$ cat src/verilog/ooo_config_pkg.sv
`default_nettype none

// Default sizes of the commit end of the core
package ooo_config_pkg;

    localparam int retire_width  = 4;   // Most instructions committed in one cycle
    localparam int rob_depth     = 16;  // Reorder buffer entries
    localparam int num_arch_regs = 32;  // Architectural registers seen by software
    localparam int num_phys_regs = 64;  // Physical registers behind the map table

    // Index widths follow from the register counts
    localparam int phys_idx_bits = $clog2(num_phys_regs);
    localparam int arch_idx_bits = $clog2(num_arch_regs);

endpackage

`default_nettype wire
$ cat src/verilog/ooo_types_pkg.sv
`default_nettype none

// Records that travel between rename, reorder buffer, writeback and retire
package ooo_types_pkg;

    import ooo_config_pkg::*;

    typedef logic [31:0]              data_word;     // One register value
    typedef logic [phys_idx_bits-1:0] phys_reg_idx;  // Physical register tag
    typedef logic [arch_idx_bits-1:0] arch_reg_idx;  // Architectural register number

    // What the front end hands over for one instruction
    typedef struct packed {
        logic [31:0] npc;       // Address of the next instruction
        arch_reg_idx dest_reg;  // Destination, meaningful only with has_dest
        logic        has_dest;
        logic        halt;      // Stops the machine once committed
        logic        illegal;   // Carried through to the commit record
    } dispatch_packet;

    // One reorder buffer slot
    typedef struct packed {
        dispatch_packet inst;
        phys_reg_idx    t_new;  // Register given at rename, tracks completion
        phys_reg_idx    t_old;  // Previous mapping of dest_reg
    } rob_packet;

    typedef struct packed {
        logic        valid;
        phys_reg_idx t_new;  // Register being completed
        data_word    data;
    } writeback_packet;

    // One committed instruction as the outside sees it
    typedef struct packed {
        logic        valid;
        logic [31:0] npc;
        arch_reg_idx reg_idx;
        data_word    data;
        logic        halt;
        logic        illegal;
    } commit_packet;

endpackage

`default_nettype wire

$ cat src/verilog/reorder_buffer.sv
`default_nettype none

module reorder_buffer #(
    parameter int retire_width = ooo_config_pkg::retire_width,
    parameter int rob_depth    = ooo_config_pkg::rob_depth
) (
    input  logic                                        clock,
    input  logic                                        reset,
    input  logic                                        push_valid,    // One instruction in
    input  ooo_types_pkg::rob_packet                    push_entry,
    output logic                                        full,
    output ooo_types_pkg::rob_packet [retire_width-1:0] head_entries,  // Slot 0 is the oldest
    output logic [$clog2(retire_width+1)-1:0]           head_count,    // Valid head slots
    input  logic [$clog2(retire_width+1)-1:0]           num_retiring   // Entries leaving now
);

    import ooo_types_pkg::*;

    localparam int ptr_bits = $clog2(rob_depth);
    localparam int cnt_bits = $clog2(rob_depth + 1);
    localparam int hc_bits  = $clog2(retire_width + 1);

    rob_packet           entries [rob_depth];
    logic [ptr_bits-1:0] head;   // Oldest entry
    logic [ptr_bits-1:0] tail;   // Next slot to write
    logic [cnt_bits-1:0] count;  // Occupied entries

    // Pointer arithmetic that also works for a depth that is not a power of two
    function automatic logic [ptr_bits-1:0] wrap(input int pos);
        return ptr_bits'(pos >= rob_depth ? pos - rob_depth : pos);
    endfunction

    assign full = (count == cnt_bits'(rob_depth));

    always_comb begin
        // Slots past count are ignored downstream
        for (int i = 0; i < retire_width; i++) begin
            head_entries[i] = entries[wrap(int'(head) + i)];
        end
        if (int'(count) > retire_width) begin
            head_count = hc_bits'(retire_width);
        end else begin
            head_count = hc_bits'(count);
        end
    end

    // Payload storage is written only at the tail
    always_ff @(posedge clock) begin
        if (push_valid) begin
            entries[tail] <= push_entry;
        end
    end

    always_ff @(posedge clock) begin
        if (reset) begin
            head  <= '0;
            tail  <= '0;
            count <= '0;
        end else begin
            if (push_valid) begin
                tail <= wrap(int'(tail) + 1);
            end
            head  <= wrap(int'(head) + int'(num_retiring));
            // Push and pop together
            count <= count + cnt_bits'(push_valid) - cnt_bits'(num_retiring);
        end
    end

endmodule

`default_nettype wire

$ cat config.mk
export PLATFORM = sky130hd
export DESIGN_NAME = reorder_buffer
export DESIGN_NICKNAME = d
export VERILOG_FILES = /design/src/verilog/ooo_config_pkg.sv /design/src/verilog/ooo_types_pkg.sv /design/src/verilog/reorder_buffer.sv
export SDC_FILE = /design/constraint.sdc
export NUM_CORES = 2
export LEC_CHECK = 0
export BUFFER_PORTS_ARGS = -buffer_cell sky130_fd_sc_hd__buf_2
export CORE_ASPECT_RATIO = 2
export CORE_MARGIN = 8
export CORE_UTILIZATION = 25
export DETAILED_ROUTE_END_ITERATION = 6
export PLACE_DENSITY = 0.45
export REMOVE_ABC_BUFFERS = 1
export SYNTH_ARGS = -nofsm -noshare
export SYNTH_HDL_FRONTEND = slang
export SYNTH_SLANG_ARGS = --single-unit
$ cat constraint.sdc
create_clock -name clock -period 3.7 [get_ports clock]
set_clock_uncertainty 0.1 [all_clocks]
set_input_delay 0.74 -clock clock [delete_from_list [all_inputs] [get_ports clock]]
set_output_delay 0.74 -clock clock [all_outputs]
set_load 0.01 [all_outputs]
Word level (Yosys, flattened, before mapping). Memory sizes are Yosys's and may differ from the RTL's. Cells that the tools add are included.

Register bits: 13. Bits in writable memories: 832. Input bits: 58. Output and inout bits: 212. Word-level logic and storage cells: 34. Memories: 1.

$add $sub $neg: 13. Magnitude comparators: 7. Equal/unequal tests: 1. Multiplexer cells: 9.

Memory list: entries (depth 16, bits a word 52, rd ports 4, clocked after Yosys merged registers in 0, wr ports 1, RTL line reorder_buffer.sv:23) `rob_packet entries [rob_depth];`.

Operator list (count): $ge 5x5->1 const B (5); $mux 4 (6); $sub 4x1->4 const B (6); $add 4x1->5 const B (2); $add 4x2->5 const B (2); $add 4x3->5 (1); $add 5x1->5 (1); $eq 5x5->1 const B (1); $ge 4x5->1 const B (1); $gt 5x3->1 const B (1); $sub 5x3->5 (1); $mux 3 (1); $mux 1 (2).

Logic depth before layout (Yosys ltp). An unclocked memory read counts as a cell.

Word-level depth: 4. Gate-level depth with buffers: 14. Depth with buffers taken out: 10.

Worst setup path before layout. No wires, ideal clock.

Kind: reg-to-output. Start: register head[1]. End: output port head_entries[59] (netlist bit). Arrival time: 3153 ps. Data required time: 2860 ps. Setup slack: -293 ps. Cell stages (with the launch flop): 14. Buffers on the path: 7. Cells stage by stage: dfxtp_1 clkbuf_1 buf_4 buf_4 buf_2 buf_2 inv_1 ha_1 nor2b_1 buf_2 nand2_1 buf_1 o22ai_1 or4_1.

RTL lines: start: declaration (RTL line reorder_buffer.sv:24) `logic [ptr_bits-1:0] head;`; start signal: assignment (RTL line reorder_buffer.sv:63) `head <= wrap(int'(head) + int'(num_retiring));`; end: declaration (RTL line reorder_buffer.sv:12) `output ooo_types_pkg::rob_packet [retire_width-1:0] head_entries,`.

==> impl_metrics.toml <==
[sta]
rsz0062_at_grt = "yes"
layout_setup_ws_ns = -0.280
max_slew.worst_pin.slew_ns = 0.848
relSlewSlack_pct = 43.5
timing.fmax_ghz = 0.251
fin_crit_ns = 3.98
fin_crit_sh_pct = 108
slew_viol_final = 0
totalNegativeSetupSlack_ns = -29.88
hold_viol = 0
setup_viol = 200

[synth]
yosys_warnings = 0
yosys.area_share.adder_pct = 0.542
yosys.area.top_type = "edfxtp_1"
ys_seq_area_share_pct = 49.3
ys_ff_latch = 845
synth_top_area_share_pct = 48.8
synthCells = 2871
synth_xor_area_share_pct = 0.366
synth_flop_cell = "edfxtp_1"
yosysUniqueCellTypes = 44
synth_area_um2 = 51200
synth_edf_count = 832
synth-compound-area-share_pct = 2.99
yosys.area_share.simple_pct = 2.11
synth_async_sr_flop_share_pct = 0
syn_avg_cell_area_um2 = 17.8
synth_top_family_by_area = "multiplexers"
synth_area_leaders = "edfxtp_1 (49%), mux4_2 (31%), mux2i_1 (11%)"
synthMuxAreaShare_pct = 42.1

[pwr]
peakVddDrop_v = 0.000370
power_mw = 43.0
switchingPower_mw = 15.3
intPower_mw = 27.7
pwr-share-clk_pct = 21.2
netSwitchingFraction_pct = 35.6
p_seq_share_pct = 25.2
power_frac_comb_pct = 53.6
power.density_nw_per_um2 = 601
p_leak_nw = 24.2

[clocking]
cts_buffer_depth = 3
clockRootBuffer = "clkbuf_16"
cts_tree = "built"
cts.sinks = 845
htree_levels = 3
path_clk_slew_ns = 0.07
clk_latency_ns = 0.69
cts_hold_buf = 0
cts_buffers = 87

[setup_path]
slowest_stage = "or4_4"
crit_family = "buffers and inverters"
crit_path_max_incr_delay_ns = 0.58
crit_required_ns = 2.86
critPathMaxFanout = 5
arrival_ns = 3.14
cp_cell_sequence = "ha_4 -> xor2_4 -> buf_6 -> buf_8 -> buf_16 -> buf_12 -> mux2i_4 -> o22ai_1 -> or4_4 -> buf_6"
critPathLaunchType = "flop"
cpMostUsedCell = "buf_6"
worst-path-buf-inv = 5
crit_path_end_kind = "primary output"
crit_type = "flop to primary output"

[final_layout]
drive_gt1_share_pct = 55.0
regArea_um2 = 25300
multi_input_area_um2 = 26400
final_cell_mix = "edfxtp_1 (832), mux4_2 (713), mux2i_1 (445)"
final_area_um2 = 71600
fillCellCount = 19200
finalNetCount = 3687
final_common_cell = "edfxtp_1"
area_delta_synth_final_pct = 39.8

[placement]
gp_congestion = 0.799
portBuffers = 269
place_ws_ns = 0.0781
dp_hpwl_um = 136000
placed_area_um2 = 57500

[detailed_routing]
vias_per_cell = 5.64
drtIter0Drc = 2997
first_pass_iters = 5
drc = 0
wl_per_cell_um = 38.1
vias = 36200
wl_um = 245000
ant_nets = 0

[die]
chipWidth_um = 336
core_um2 = 204000
ios = 270
die_area_um2 = 221000
initial_core_util_pct = 25.1
row_count = 235
die_h_um = 656

[hold_path]
hp-class = "primary input to flop"

[global_route]
grt_max_degree = 53
antenna_found_initial = 21
grt_pass1_vias = 37900
grt_pass1_wl_um = 322000
grt_overflow = 0
grt_util_all_layers_pct = 20.7

[job]
cap_viol_max_count = 0

[run_status]
violations = "negative setup slack"
status = "finished with violations"
[layer usage]
| metal | global-route usage [%] | vias up | part of all wire [%] |
|---|---|---|---|
| met3 | 3.01 | 582 | 5.2 |
| met1 | 22.6 | 19800 | 35 |
| met5 | 0 | - | 0.054 |
| met2 | 39.1 | 1565 | 54 |
| li1 | - | 14200 | - |
| met4 | 9.38 | 22 | 5.9 |
[kinds of logic (layout without fill, tap and decap cells)]
family	Yosys count	in the layout
AOI/OAI and AO/OA	231	231
and+or+nand+nor	208	208
other	0	8
DFF	845	845
xor gates and xnor gates	15	15
adders and majority gates	21	21
muxes	1265	1265
buffers and inverters	286	1094
[state kept, by name (all words and copies together) (netlist names)]
name,cells
entries,832
count,5
head,4
tail,4
[Yosys cell counts, types with 3 or more instances]
library cell	number
edfxtp_1	832
mux4_2	713
mux2i_1	552
o22ai_1	158
buf_2	129
clkbuf_1	95
nand2_1	94
or4_1	36
a21oi_1	32
and3_1	28
buf_1	26
and2_1	19
ha_1	19
buf_4	17
a221o_1	14
a32o_1	14
inv_1	14
nor2_1	14
dfxtp_1	13
nor2b_1	6
xor2_1	6
buf_6	4
xnor2_1	3
xor2_2	3
[final cells by class]
| cell class | instances | area share (%) |
|---|---|---|
| inverters | 15 | 0.0821 |
| multi-input cells | 1740 | 36.9 |
| repair buffers | 919 | 19.0 |
| clock buffers | 109 | 3.23 |
| well taps | 2725 | 4.76 |
| diodes | 8 | 0.0280 |
| flip-flops and latches | 845 | 35.3 |
| clock inverters | 51 | 0.701 |
[repair_timing]
item                                    in CTS  in global routing
resized for setup                          582                304
pin swaps                                   48                 81
setup buffers                              175                154
endpoints found under the setup margin     208                208
gates cloned                               114                 61
[stage by stage]
stage	utilization, %	hold WS [ns]	instances
final	35.0	0.325	6412
after floorplan	-	0.429	2600
after global routing	35.0	0.312	6407
after CTS	33.3	0.268	6223
after detailed placement	28.1	0.464	5774
after global placement	28.1	0.458	5774
[power groups by stage]
stage | Combinational, mW | Clock (mW) | Sequential, mW
after global routing | 23.8 | 9.56 | 10.9
after detailed placement | 14.7 | 0 | 11.0
after floorplan | 10.9 | 0 | 11.5
final | 23.1 | 9.12 | 10.8
after global placement | 14.7 | 0 | 11.0
after CTS | 21.0 | 9.33 | 10.8
[final timing paths]
check                           slack [ns]                        end  cells after the start                  from
worst max-delay path                 -0.28           head_entries[94]                     10    head[0]$_SDFF_PP0_
worst min-delay path                  0.33  entries[11][44]$_DFFE_PP_                      1        push_entry[44]
worst max register to register        1.42    entries[3][2]$_DFFE_PP_                      3  tail[2]$_SDFFE_PP0P_
worst min register to register        0.47       tail[1]$_SDFFE_PP0P_                      2  tail[1]$_SDFFE_PP0P_
Power figures use the tool's default switching activity.
