File: config.mk
export PLATFORM = sky130hd
export DESIGN_NAME = rename_map
export DESIGN_NICKNAME = d
export VERILOG_FILES = /design/src/verilog/ooo_config_pkg.sv /design/src/verilog/ooo_types_pkg.sv /design/src/verilog/rename_map.sv
export SDC_FILE = /design/constraint.sdc
export NUM_CORES = 1
export LEC_CHECK = 0
export BUFFER_PORTS_ARGS = -buffer_cell sky130_fd_sc_hd__buf_2
export CORE_ASPECT_RATIO = 0.9
export CORE_UTILIZATION = 55
export CTS_CLUSTER_SIZE = 10
export DETAILED_ROUTE_END_ITERATION = 7
export GPL_ROUTABILITY_DRIVEN = 0
export MAX_ROUTING_LAYER = met4
export PLACE_DENSITY = 0.72
export SLEW_MARGIN = 0
export SYNTH_ARGS = -nofsm -noshare
export SYNTH_HDL_FRONTEND = slang
export SYNTH_SLANG_ARGS = --single-unit
File: constraint.sdc
create_clock -name clock -period 2.45 [get_ports clock]
set_input_delay 0.245 -clock clock [delete_from_list [all_inputs] [get_ports clock]]
set_output_delay 0.245 -clock clock [all_outputs]
set_load 0.005 [all_outputs]
File: src/verilog/ooo_config_pkg.sv
`default_nettype none

// Default sizes of the commit end of the core
package ooo_config_pkg;

    localparam int retire_width  = 4;   // Most instructions committed in one cycle
    localparam int rob_depth     = 16;  // Reorder buffer entries
    localparam int num_arch_regs = 32;  // Architectural registers seen by software
    localparam int num_phys_regs = 64;  // Physical registers behind the map table

    // Index widths follow from the register counts
    localparam int phys_idx_bits = $clog2(num_phys_regs);
    localparam int arch_idx_bits = $clog2(num_arch_regs);

endpackage

`default_nettype wire
File: src/verilog/ooo_types_pkg.sv
`default_nettype none

// Records that travel between rename, reorder buffer, writeback and retire
package ooo_types_pkg;

    import ooo_config_pkg::*;

    typedef logic [31:0]              data_word;     // One register value
    typedef logic [phys_idx_bits-1:0] phys_reg_idx;  // Physical register tag
    typedef logic [arch_idx_bits-1:0] arch_reg_idx;  // Architectural register number

    // What the front end hands over for one instruction
    typedef struct packed {
        logic [31:0] npc;       // Address of the next instruction
        arch_reg_idx dest_reg;  // Destination, meaningful only with has_dest
        logic        has_dest;
        logic        halt;      // Stops the machine once committed
        logic        illegal;   // Carried through to the commit record
    } dispatch_packet;

    // One reorder buffer slot
    typedef struct packed {
        dispatch_packet inst;
        phys_reg_idx    t_new;  // Register given at rename, tracks completion
        phys_reg_idx    t_old;  // Previous mapping of dest_reg
    } rob_packet;

    typedef struct packed {
        logic        valid;
        phys_reg_idx t_new;  // Register being completed
        data_word    data;
    } writeback_packet;

    // One committed instruction as the outside sees it
    typedef struct packed {
        logic        valid;
        logic [31:0] npc;
        arch_reg_idx reg_idx;
        data_word    data;
        logic        halt;
        logic        illegal;
    } commit_packet;

endpackage

`default_nettype wire

File: src/verilog/rename_map.sv
`default_nettype none

module rename_map #(
    parameter int retire_width  = ooo_config_pkg::retire_width,
    parameter int num_arch_regs = ooo_config_pkg::num_arch_regs,
    parameter int num_phys_regs = ooo_config_pkg::num_phys_regs
) (
    input  logic                                          clock,
    input  logic                                          reset,
    input  logic                                          dispatch_fire,  // Transfer this cycle
    input  ooo_types_pkg::arch_reg_idx                    dest_reg,
    input  logic                                          has_dest,
    output ooo_types_pkg::phys_reg_idx                    alloc_reg,      // Lowest free register
    output ooo_types_pkg::phys_reg_idx                    prev_map,       // Becomes T_old
    output logic                                          free_available,
    input  ooo_types_pkg::phys_reg_idx [retire_width-1:0] freed_regs,     // From retire
    input  logic [$clog2(retire_width+1)-1:0]             freed_count
);

    import ooo_types_pkg::*;

    phys_reg_idx              map_table [num_arch_regs];  // Current arch to phys mapping
    logic [num_phys_regs-1:0] free_bits;                  // High means the register is free

    // Priority encoder scanned from the top so the lowest free index wins
    always_comb begin
        alloc_reg      = '0;
        free_available = 1'b0;
        for (int i = num_phys_regs - 1; i >= 0; i--) begin
            if (free_bits[i]) begin
                alloc_reg      = phys_reg_idx'(i);
                free_available = 1'b1;
            end
        end
    end

    assign prev_map = map_table[dest_reg];  // Read before the update at this edge

    always_ff @(posedge clock) begin
        if (reset) begin
            for (int i = 0; i < num_arch_regs; i++) begin
                map_table[i] <= phys_reg_idx'(i);  // Identity mapping out of reset
            end
            for (int i = 0; i < num_phys_regs; i++) begin
                free_bits[i] <= (i >= num_arch_regs);
            end
        end else begin
            if (dispatch_fire && has_dest) begin
                map_table[dest_reg] <= alloc_reg;
            end
            // Registers released by retire are all busy now, so they never collide with alloc_reg
            for (int i = 0; i < retire_width; i++) begin
                if (i < int'(freed_count)) begin
                    free_bits[freed_regs[i]] <= 1'b1;
                end
            end
            if (dispatch_fire) begin
                free_bits[alloc_reg] <= 1'b0;  // Taken by the dispatched instruction
            end
        end
    end

endmodule

`default_nettype wire

=== Yosys cells after proc, flatten, opt, wreduce, memory -nomap -nowiden ===
Memory sizes are Yosys's and may differ from the RTL's.
Cells that the tools add are included.

* Flip-flop bits (word level): 64
* RAM bits: 192
* Input bits: 36
* Output and inout port bits: 13
* Word-level logic and storage cells: 184
* Memories: 1

* Order comparisons: 14
* Multiplexer cells: 155
* Bitwise operators: 6
* Reductions and logical operators: 7

{| class="wikitable"
|+ Memories
! name !! words !! bits a word !! read ports !! clocked after memory_dff !! write ports !! line !! RTL
|-
| map_table || 32 || 6 || 1 || 0 || 32 || rename_map.sv:22 || <nowiki>phys_reg_idx map_table [num_arch_regs];</nowiki>
|}

{| class="wikitable"
|+ Operators by type and width
! operator !! number
|-
| 2-to-1 mux 64 bit || 9
|-
| 2-to-1 mux 6 bit || 65
|-
| OR 64 bit || 4
|-
| 2-to-1 mux 1 bit || 75
|-
| bitwise AND 64 bit || 1
|-
| inverter 64 bit || 1
|-
| < comparator 6 x 7 -> 1 bit, second input constant || 5
|-
| demux 1 bit (select 6 bit) || 5
|-
| greater-or-equal comparator 6 x 1 -> 1 bit, second input constant || 5
|-
| logical AND 1 bit || 6
|-
| < comparator 1 x 3 -> 1 bit, first input constant || 2
|-
| < comparator 2 x 3 -> 1 bit, first input constant || 2
|-
| OR reduction 6 bit || 1
|-
| 2-to-1 mux 5 bit || 1
|}

=== Depth between registers and ports, before layout ===
* Word-level depth: 71
* Gate-level depth with buffers: 10
* Mapped depth without buffers: 8

=== Least setup slack after synthesis ===
Ideal clock, no wire load.

* Kind: in2reg
* From: in reset
* To: mem map_table[22][0] (netlist bit) (enable)
* Library setup time: 322 ps
* Arrival time: 1749 ps
* Required time: 2128 ps
* Slack: 378 ps
* Cell stages on the path: 8
* Buffers on the path: 3
* Path through: clkbuf_1 or2_2 nor2_1 and2_1 clkbuf_1 clkbuf_1 nand2_1 nand2b_1

{| class="wikitable"
|+ RTL lines
! item !! line !! RTL
|-
| start: declaration || rename_map.sv:9 || <nowiki>input logic reset,</nowiki>
|-
| end: declaration || rename_map.sv:22 ||
|}

=== Worst setup path in the final report ===
* From: reg free_bits[59]
* To: out free_available

* Longest elaborated chain between the ends: 60

{| class="wikitable"
|+ RTL lines
! item !! line !! RTL
|-
| start: declaration || rename_map.sv:23 || <nowiki>logic [num_phys_regs-1:0] free_bits;</nowiki>
|-
| start signal: indexed assignment || rename_map.sv:45 || <nowiki>free_bits[i] <= (i >= num_arch_regs);</nowiki>
|-
| 2-to-1 mux 1 bit (60 in a row) || rename_map.sv:30 || <nowiki>if (free_bits[i]) begin</nowiki>
|-
| end: declaration || rename_map.sv:15 || <nowiki>output logic free_available,</nowiki>
|}

Every way passes these cells.

==> summary.md <==
| Metric | Value |
|---|---|
| Status | complete, but fails checks |
| Failing checks | design-rule violations, negative setup slack |
| PortBufs | 48 |
| DIE HEIGHT | 152 microns |
| Max-Cap Viols | 0 |
| GR Overflow Total | 0 |
| Crit path arrival time | 2.51 ns |
| Post-DP Area | 14900 sq um |
| Total vias in the final route | 12505 |
| Initial Util | 56.5% |
| First-pass GRT wire length | slightly below 70000 microns |
| Min cycle time layout | 2.75 ns |
| All-layer global routing usage | 36.4% |
| Synth top area share | 41.8% |
| Synthesized net count | 1332 |
| Die ar. | 25700 sq um |
| CORE AREA | between 20000 and 25000 sq um |
| Yosys cell types | 62 |
| PD cells | about 730 nW/um^2 |
| Num rows | 54 |
| Final hold slack | 0.111 ns |
| Synthesized area per cell | 10.6 sq um |
| Yosys reg bits | around 260 |
| Clock sinks | approximately 260 |
| IO Pins | 49 |
| Die width | 169 microns |
| CP Data Required Time | 2.20 ns |
| Max IR drop VDD | roughly 0.00073 V |
| Slowest stage delay, CP | 0.37 ns |
| Clk root buf | clkbuf_16 |
| Startpoint Class | flop |
| Initial antenna violation count | 2 |
| LEAKAGE | 5.59 nW |
| Drt first-iter violations | 2324 |
| Vias in the first global route | 11727 |
| Synth Flop Type | edfxtp_1 |
| Hold crit path type | input pin to flop |
| Area delta synth->final | 24.2% |
| Crit path cell chain | buf_6 -> nor4_4 -> buf_4 -> nand4_1 -> or2_4 -> or3_4 -> buf_6 |
| Crit-path leading delay family | simple AND/OR/NAND/NOR gates |
| Slew Viols, Final | 0 |
| Routed Wire Length | between 40000 and 50000 microns |
| Share of cells above drive strength 1 | 30.4% |
| Residual DRC | 25 |
| HPWL after DPL | 28800 microns |
| Seq/Total Area, Yosys | 51.1% |
| Synth cell count leaders | nor2_1, edfxtp_1, nand2_1 |
| Crit Path Max Fanout | 3 |
| Mapped cell area | 13800 sq um |
| Antenna-violating nets left | 0 |
| Total CTS buffers | 30 |
| Count leader, synth | nor2_1 |
| Final Cycle Share | 112% |
| Final Instance Area | ~17000 sq um |
| Htree depth | 1 |
| Final worst slack | -0.300 ns |
| Rel. slew slack | between 2 and 3% |
| Final Power | 12.5 mW |
| Final Skew | 0.0197 ns |
| Post-Place Cells | 1672 |
| Synth async-reset ratio | 0% |
| Top post-synthesis cells by area | edfxtp_1, dfxtp_1, mux4_2 |
| Worst path buffer plus inverter count | 3 |
| Most common cell on crit path | buf_6 |
| Setup CP Type | flop to primary output |
| Slowest CP cell | or3_4 |
| TritonCTS clock tree | done |
| Post-synth top area cell | edfxtp_1 |
| Synth Instances | between 1000 and 1500 |
| Synth warn | 0 |
| Layout fillers | 1635 |
| Clock transition at path regs | approximately 0.05 ns |
| Longest Clk Path Bufs | 3 |
| First-pass DRT Iterations | 8 |
| Final core occ | 70.1% |
| Post-Layout Cell Count | approximately 1800 |
| EDFF count, synth | 192 |
| WL per Instance | between 20 and 30 microns |
| Least-Margin Pin Slew | 1.45 ns |
| Fmax | 364 MHz |
| CP endpoint kind | primary output |
| Avg Vias per Cell | 7.03 |
| Clock Latency Late Sink | 0.55 ns |
| Largest net degree at the start of global routing | 68 |
| Setup repair after global routing missed its margin | true |
| Nets@finish | between 1000 and 1500 |
| Fin. Hold Viols | 0 |
| Final setup fails | 92 |
[path summary, 6_finish.rpt]
| path | start | endpoint | slack (ns) | cells after the start |
|---|---|---|---|---|
| worst min register to register | free_bits[52] | free_bits[52] | 0.73 | 4 |
| worst min-delay path | freed_regs[1] | free_bits[62] | 0.11 | 3 |
| worst max-delay path | free_bits[59] | free_available | -0.30 | 7 |
| worst max register to register | free_bits[23] | free_bits[56] | -0.16 | 13 |
[layer usage]
metal / wire length [microns] / part of all wire [%] / vias to the layer above / global-route usage (%)
li1: - / - / 5248 / -
met1: 17700 / 37 / 5935 / 50.5
met2: 20100 / 43 / 1028 / 50.7
met3: 6890 / 15 / 294 / 10.0
met4: 2490 / 5.3 / 0 / 14.2
met5: 0 / 0 / - / -
[worst min-delay path: stages]
cell	delay [ns]
buf_2	0.14
a31oi_1	0.15
a32oi_1	0.07
[through the flow]
step / setup WS [ns] / setup TNS [ns]
floorplan: 0.378 / 0
global placement: -0.0423 / -0.369
detailed placement: -0.0507 / -0.394
CTS: -0.223 / -1.13
global route: -0.318 / -13.73
finish: -0.300 / -7.57
[timing repair]
item	4_1_cts	5_1_grt
pin swaps	28	45
gates cloned	3	4
endpoints found under the setup margin	48	116
hold buffers	0	0
setup buffers	26	19
resized for setup	67	105
[power breakdown]
part | leakage (nW) | switching (mW) | internal (mW)
Clock | 0.431 | 1.74 | 2.47
Sequential | 2.23 | 0.0745 | 4.75
Combinational | 2.92 | 2.14 | 1.35
Total | 5.59 | 3.95 | 8.57
[cells by family (layout without fill, tap and decap cells)]
logic type             after synthesis  count (layout)  synth area share [%]
DFF                                256             256                  51.1
and+or+nand+nor                    600             601                  20.9
buffers and inverters              123             266                  3.99
other                                0               2                     0
AOI/OAI and AO/OA                  269             269                  16.1
muxes                               48              48                  7.85
[area by class of cell]
type | count | area [sq um] | area share [%]
Inverter | 20 | 85.1 | 0.497
Tap cell | 336 | 420 | 2.46
Sequential cell | 256 | 7080 | 41.4
Clock inverter | 3 | 42.5 | 0.249
Multi-Input combinational cell | 918 | 6770 | 39.6
Timing Repair Buffer | 191 | 1840 | 10.8
Antenna cell | 2 | 5.00 | 0.0293
Clock buffer | 52 | 865 | 5.05
[placed cells by master (no fill, tap or decap), types with 12 or more instances in the layout]
cell,synthesis,layout
nand2_1,155,152
buf_6,8,30
nor3_1,32,30
inv_1,20,14
a21oi_1,18,16
nor2_1,220,209
buf_12,0,20
edfxtp_1,192,192
a221oi_1,57,56
nand2b_1,44,43
a221o_1,18,17
clkbuf_1,66,20
dfxtp_1,64,45
dfxtp_2,0,14
a22oi_1,24,24
a31oi_2,9,12
clkbuf_16,0,34
a311oi_2,8,15
buf_2,18,41
nand3_1,39,37
a31o_2,16,16
a31oi_1,41,27
mux4_2,48,48
buf_4,1,90
o221ai_1,30,30
[flip-flops by register name, summed over array words and instances (netlist names)]
register   count
free_bits     64
map_table    192
Power figures use the tool's default switching activity.
