[src/verilog/ooo_config_pkg.sv]
`default_nettype none

// Default sizes of the commit end of the core
package ooo_config_pkg;

    localparam int retire_width  = 4;   // Most instructions committed in one cycle
    localparam int rob_depth     = 16;  // Reorder buffer entries
    localparam int num_arch_regs = 32;  // Architectural registers seen by software
    localparam int num_phys_regs = 64;  // Physical registers behind the map table

    // Index widths follow from the register counts
    localparam int phys_idx_bits = $clog2(num_phys_regs);
    localparam int arch_idx_bits = $clog2(num_arch_regs);

endpackage

`default_nettype wire
[src/verilog/ooo_types_pkg.sv]
`default_nettype none

// Records that travel between rename, reorder buffer, writeback and retire
package ooo_types_pkg;

    import ooo_config_pkg::*;

    typedef logic [31:0]              data_word;     // One register value
    typedef logic [phys_idx_bits-1:0] phys_reg_idx;  // Physical register tag
    typedef logic [arch_idx_bits-1:0] arch_reg_idx;  // Architectural register number

    // What the front end hands over for one instruction
    typedef struct packed {
        logic [31:0] npc;       // Address of the next instruction
        arch_reg_idx dest_reg;  // Destination, meaningful only with has_dest
        logic        has_dest;
        logic        halt;      // Stops the machine once committed
        logic        illegal;   // Carried through to the commit record
    } dispatch_packet;

    // One reorder buffer slot
    typedef struct packed {
        dispatch_packet inst;
        phys_reg_idx    t_new;  // Register given at rename, tracks completion
        phys_reg_idx    t_old;  // Previous mapping of dest_reg
    } rob_packet;

    typedef struct packed {
        logic        valid;
        phys_reg_idx t_new;  // Register being completed
        data_word    data;
    } writeback_packet;

    // One committed instruction as the outside sees it
    typedef struct packed {
        logic        valid;
        logic [31:0] npc;
        arch_reg_idx reg_idx;
        data_word    data;
        logic        halt;
        logic        illegal;
    } commit_packet;

endpackage

`default_nettype wire

[src/verilog/retire.sv]
`default_nettype none

module retire #(
    parameter int retire_width = ooo_config_pkg::retire_width
) (
    input  logic                                           clock,
    input  logic                                           reset,
    input  ooo_types_pkg::rob_packet    [retire_width-1:0] head_entries,
    input  logic [$clog2(retire_width+1)-1:0]              head_count,
    output ooo_types_pkg::phys_reg_idx  [retire_width-1:0] read_regs,      // Register file addresses
    input  ooo_types_pkg::data_word     [retire_width-1:0] read_data,
    input  logic                        [retire_width-1:0] read_complete,
    output logic [$clog2(retire_width+1)-1:0]              num_retiring,   // Pop count for the buffer
    output ooo_types_pkg::phys_reg_idx  [retire_width-1:0] freed_regs,     // Back to the free list
    output logic [$clog2(retire_width+1)-1:0]              freed_count,
    output ooo_types_pkg::commit_packet [retire_width-1:0] committed_insts,
    output logic                                           halted          // Halt done or committing
);

    import ooo_types_pkg::*;

    logic halt_q;       // A halt has been committed in an earlier cycle
    logic halt_commit;  // A halt commits in this cycle
    logic stop;         // Scan has hit the end of the committable prefix

    always_comb begin
        for (int i = 0; i < retire_width; i++) begin
            read_regs[i] = head_entries[i].t_new;  // Completion is tracked on T_new
        end
    end

    // Commit the longest completed prefix, ending after the first halt
    always_comb begin
        num_retiring    = '0;
        freed_regs      = '0;
        committed_insts = '0;
        halt_commit     = 1'b0;
        stop            = halt_q;
        for (int i = 0; i < retire_width; i++) begin
            if (!stop && i < int'(head_count) && read_complete[i]) begin
                committed_insts[i].valid   = 1'b1;
                committed_insts[i].npc     = head_entries[i].inst.npc;
                committed_insts[i].reg_idx = head_entries[i].inst.dest_reg;
                committed_insts[i].data    = read_data[i];
                committed_insts[i].halt    = head_entries[i].inst.halt;
                committed_insts[i].illegal = head_entries[i].inst.illegal;
                // The older mapping dies here, or T_new itself when nothing was written
                freed_regs[i] = head_entries[i].inst.has_dest ? head_entries[i].t_old
                                                              : head_entries[i].t_new;
                num_retiring  = num_retiring + 1'b1;
                halt_commit   = halt_commit | head_entries[i].inst.halt;
                stop          = head_entries[i].inst.halt;  // Nothing younger may pass a halt
            end else begin
                stop = 1'b1;
            end
        end
    end

    assign freed_count = num_retiring;         // One freed register per committed slot
    assign halted      = halt_q | halt_commit;  // Closes dispatch in the halt's own cycle

    always_ff @(posedge clock) begin
        if (reset) begin
            halt_q <= 1'b0;
        end else if (halt_commit) begin
            halt_q <= 1'b1;  // Sticky until reset
        end
    end

endmodule

`default_nettype wire

[config.mk]
export PLATFORM = sky130hd
export DESIGN_NAME = retire
export DESIGN_NICKNAME = d
export VERILOG_FILES = /design/src/verilog/ooo_config_pkg.sv /design/src/verilog/ooo_types_pkg.sv /design/src/verilog/retire.sv
export SDC_FILE = /design/constraint.sdc
export NUM_CORES = 1
export LEC_CHECK = 0
export BUFFER_PORTS_ARGS = -buffer_cell sky130_fd_sc_hd__buf_2
export CORE_AREA = 2 2 266 268
export CTS_BUF_LIST = sky130_fd_sc_hd__clkbuf_8
export CTS_CLUSTER_SIZE = 25
export DETAILED_ROUTE_END_ITERATION = 10
export DIE_AREA = 0 0 268 270
export PLACE_DENSITY_LB_ADDON = 0.08
export SYNTH_ARGS = -nofsm -noshare
export SYNTH_HDL_FRONTEND = slang
export SYNTH_SLANG_ARGS = --single-unit
export TNS_END_PERCENT = 30
[constraint.sdc]
create_clock -name clock -period 2.9 [get_ports clock]
set_clock_uncertainty 0.1 [all_clocks]
set_input_delay 0.58 -clock clock [delete_from_list [all_inputs] [get_ports clock]]
set_output_delay 0.58 -clock clock [all_outputs]
set_load 0.005 [all_outputs]
Yosys cells after proc, flatten, opt, wreduce, memory -nomap -nowiden
Cells that the tools add are included.
Storage, ports and cells
  output and inout bits: 343
  logic and storage cells: 47
  memory bits (writable): 0
  flip-flop bits (word level): 1
  latch bits: 0
  bits in read-only memories: 0
  input bits: 345
  memories: 0
Cells by class
  reduce and logical (&&, ||, !) cells: 12
  multipliers: 0
  magnitude comparators: 4
  add/sub/neg operators: 3
  bitwise gates (word level): 4
  divide/modulo/power cells: 0
  shifts and indexed selects: 0
  equal/unequal tests: 0
  mux-type cells: 23
Operator list (number)
  two-way mux 72 bit: 4
  two-way mux 6 bit: 8
  adder 3 x 1 -> 3 bit (second input constant): 3
  two-way mux 3 bit: 3
  logical AND 1 bit: 8
  two-way mux 1 bit: 8
  less-than comparator 1 x 3 -> 1 bit (first input constant): 2
  less-than comparator 2 x 3 -> 1 bit (first input constant): 2
  logical NOT 1 bit: 4
  OR 1 bit: 4

Longest topological paths before layout
  word-level depth: 17
  gate-level depth with buffers: 11

Worst setup path after synthesis
OpenSTA, ideal clock, no wires.
  path kind: input-to-output
  start: in head_entries[13] (netlist bit)
  end: out num_retiring[2]
  path buffers: 2
  data arrival time: 2400 ps
  slack: -180 ps
  cell stages on the path: 9
  cells stage by stage: or3b_4 > nor2_8 > clkbuf_1 > ha_1 > xor2_1 > ha_1 > nand2_1 > xor2_1 > buf_4
On the way
  word-level cells in the longest chain between the ends: 13
  elaborated cells between the ends (all ways): 17
  classes of those cells: 2 x add/sub; 6 x mux; 9 x reduce/logical
Ends and longest elaborated chain
  from (decl): RTL line retire.sv:8  | input ooo_types_pkg::rob_packet [retire_width-1:0] head_entries,
  two-way mux 1 bit *: RTL line retire.sv:40  | if (!stop && i < int'(head_count) && read_complete[i]) begin
  logical NOT 1 bit *: RTL line retire.sv:40
  logical AND 1 bit * (2 in series): RTL line retire.sv:40
  branches (longest 8 deep; another with adder 3 x 1 -> 3 bit)
  two-way mux 3 bit *: RTL line retire.sv:40
  to (decl): RTL line retire.sv:13  | output logic [$clog2(retire_width+1)-1:0] num_retiring,
Every way passes the cells marked *.

Worst setup path in the final report
Same ends and word-level chain as after synthesis.

==> results.sh <==
export IMPL_wirelength_um=28800
export IMPL_ant_nets=0
export IMPL_start_util_pct=4.00
export IMPL_timing_rr_end="halt_q"
export IMPL_synth_cells=432
export IMPL_core_mm2=0.0695
export IMPL_p_sw_share_pct=42.7
export IMPL_grt_pass1_wl_um=37600
export IMPL_min_period_over_period_pct=105
export IMPL_drv_slew=0
export IMPL_reg2reg_from="halt_q"
export IMPL_ys_seq_area_share_pct=0.719
export IMPL_required_ps=2220
export IMPL_num_vias=5284
export IMPL_start_kind="primary input"
export IMPL_min_from="halt_q"
export IMPL_synth_cell_types=32
export IMPL_design_area_mm2=0.00773
export IMPL_drtIter0Drc=98
export IMPL_drc=0
export IMPL_vias_per_cell=2.58
export IMPL_critPathKind="in -> out"
export IMPL_max_slew_margin_pct=56.7
export IMPL_pwr_share_comb_pct=97.5
export IMPL_cp_max_fo=4
export IMPL_regArea_um2=20.0
export IMPL_drive_above_1_share_pct=68.7
export IMPL_end_kind="output pin"
export IMPL_rsz0062_at_grt="yes"
export IMPL_avgSynthCellArea_um2=6.45
export IMPL_yosysTopAreaCellShare_pct=63.1
export IMPL_cp_data_arrival_time_ps=2370
export IMPL_hold_path_end="halt_q"
export IMPL_period_needed_ps=3050
export IMPL_fmax_mhz=328
export IMPL_p_sw_w=0.000275
export IMPL_finalHoldViolations=0
export IMPL_fin_nets=1453
export IMPL_fillCellCount=8259
export IMPL_critPathMaxStageDelay_ps=400
export IMPL_top_register="halt_q"
export IMPL_dr_pass1_iters=4
export IMPL_syn_num_nets=780
export IMPL_die_x_um=268
export IMPL_ir_worst_vdd_v=0.0000511
export IMPL_gr_total_overflow=0
export IMPL_p_seq_share_pct=2.5
export IMPL_clock_latency_ps=0
export IMPL_clkPwrFrac_pct=0
export IMPL_postPlaceCellArea_mm2=0.00728
export IMPL_gp_congestion=0.772
export IMPL_tightest_slew_ps=649
export IMPL_synth_warning_count=0
export IMPL_multi_input_comb_area_mm2=0.00244
export IMPL_synth_area_top_cells="and2_1, buf_4, mux2i_1"
export IMPL_min_path_cells=3
export IMPL_cp_cell_sequence="buf_6 -> or3b_4 -> nor2_8 -> buf_6 -> ha_4 -> xor2_2 -> ha_2 -> nand2_4 -> xor2_4 -> buf_6 -> buf_6"
export IMPL_fin_ws_ps=-147
export IMPL_r2r_cells=6
export IMPL_netlist_area_mm2=0.00279
export IMPL_fp_dieH_um=270
export IMPL_leakagePower_nw=4.68
export IMPL_critPathMostFrequentCell="buf_6"
export IMPL_dp_cells=2027
export IMPL_powerDensity_mw_per_mm2=83.4
export IMPL_setup_viol=32
export IMPL_synth_largest_area_cell="and2_1"
export IMPL_clk_pin_slew_ps=0
export IMPL_top_regs="halt_q (1)"
export IMPL_grt_use_total_pct=7.13
export IMPL_hold_ws_ps=575
export IMPL_intPower_w=0.000369
export IMPL_antenna_found_initial=7
export IMPL_status="finished, violations left"
export IMPL_slowest_stage="or3b_4"
export IMPL_hold_class="reg -> reg"
export IMPL_syn2layout_area_growth_pct=178
export IMPL_port_buffers=687
export IMPL_dp_hpwl_um=25500
export IMPL_wire_per_inst_um=14.1
export IMPL_drv_cap=0
export IMPL_violations="negative setup slack"
export IMPL_ff2ff_setup_slack_ps=1060
export IMPL_die_area_mm2=0.0724
export IMPL_rows=97
export IMPL_largest_reg_flops=1
export IMPL_cts_hold_buffers_added=0
export IMPL_grt_pass1_vias=5407
export IMPL_final_cells=2046
export IMPL_ios=688
export IMPL_grt_max_degree=74
export IMPL_ys_seq_elements=1
[layout make-up]
class,instances,share of cell area [%]
Timing Repair Buffer,734,52.4
Multi-Input combinational cell,360,31.6
Tap cell,940,15.2
Inverter,8,0.486
Sequential cell,1,0.259
Antenna cell,3,0.0971
[cell families (layout without fill, tap and decap cells)]
kind of cell / after synthesis / in the layout / synth area share, %
compound gates: 9 / 9 / 2.47
xor+xnor: 3 / 3 / 0.944
fa+ha+maj: 3 / 3 / 1.35
buf+inv: 71 / 742 / 15.4
flops: 1 / 1 / 0.719
mux: 24 / 24 / 8.63
other cells: 0 / 3 / 0
simple gates: 321 / 321 / 70.5
[power by group through the flow]
stage          registers, W  clock network (W)  logic, W
6_report          0.0000159    0.0000000000830  0.000628
5_1_grt           0.0000161    0.0000000000922  0.000696
4_1_cts           0.0000160                  0  0.000648
3_5_place_dp      0.0000160                  0  0.000622
3_3_place_gp      0.0000161                  0  0.000633
2_1_floorplan     0.0000160                  0  0.000204
[cells in the final DEF, fill, tap and decap left out, types with 2 or more instances in the layout]
cell type and n:
and2_1 277, and2_4 4, buf_12 6, buf_16 3
buf_2 680, buf_4 28, buf_6 13, buf_8 2
diode_2 3, inv_1 5, mux2i_1 24, nand2_2 2
nand3_2 3, nand4_1 2, nor2_1 25, o21ai_4 2
[per-layer routing]
layer  up-vias  global-route usage [%]  part of all wire (%)
li1       2629                       -                     -
met1      2243                    6.79                    33
met2       380                    15.2                    56
met3        24                    1.60                   8.9
met4         8                    1.03                   1.7
met5         -                       0                  0.19
[repair_timing]
item,CTS,global route
resized for setup,43,8
pin swaps,15,5
buffers inserted,11,2
cloned,3,1
endpoints found under the setup margin,64,152
[stage by stage]
step           TNS [ps]  worst slack (ps)  util (%)  total power (W)
6_report          -1970              -147      11.1         0.000644
5_1_grt          -13980              -280      11.1         0.000712
4_1_cts           -8910              -276      11.0         0.000664
3_5_place_dp      -2900              -528      10.5         0.000638
3_3_place_gp      -2510              -528      10.5         0.000649
2_1_floorplan     -41.6             -32.9         -         0.000220
[critical path, delay by kind of cell]
family        cells  cell delay [ps]
simple gates      3              620
xor+xnor          2              340
buf+inv           4              440
fa+ha+maj         2              380
[synthesized netlist by cell type, drive strengths merged]
| cell | count |
|---|---|
| nand2 | 3 |
| or3b | 1 |
| and3b | 1 |
| nand3b | 1 |
| dfxtp | 1 |
| clkbuf | 15 |
| nand3 | 4 |
| xnor2 | 1 |
| a41o | 1 |
| inv | 8 |
| ha | 3 |
| a31oi | 1 |
| and2 | 281 |
| nor2 | 27 |
| o21ai | 2 |
| mux2i | 24 |
| nor2b | 1 |
| a21oi | 1 |
| a41oi | 1 |
| a21o | 1 |
| o311a | 1 |
| buf | 48 |
| o21bai | 1 |
| nand4 | 2 |
| xor2 | 2 |
[worst max path at each step]
stage,start,to,cells past startpoint
3_3_place_gp,read_complete[0],freed_count[2],10
2_1_floorplan,head_entries[13],num_retiring[2],9
5_1_grt,head_entries[13],num_retiring[2],12
3_5_place_dp,read_complete[0],freed_count[2],11
6_report,head_entries[13],num_retiring[2],11
4_1_cts,head_entries[13],freed_count[2],12
Power figures use the tool's default switching activity.
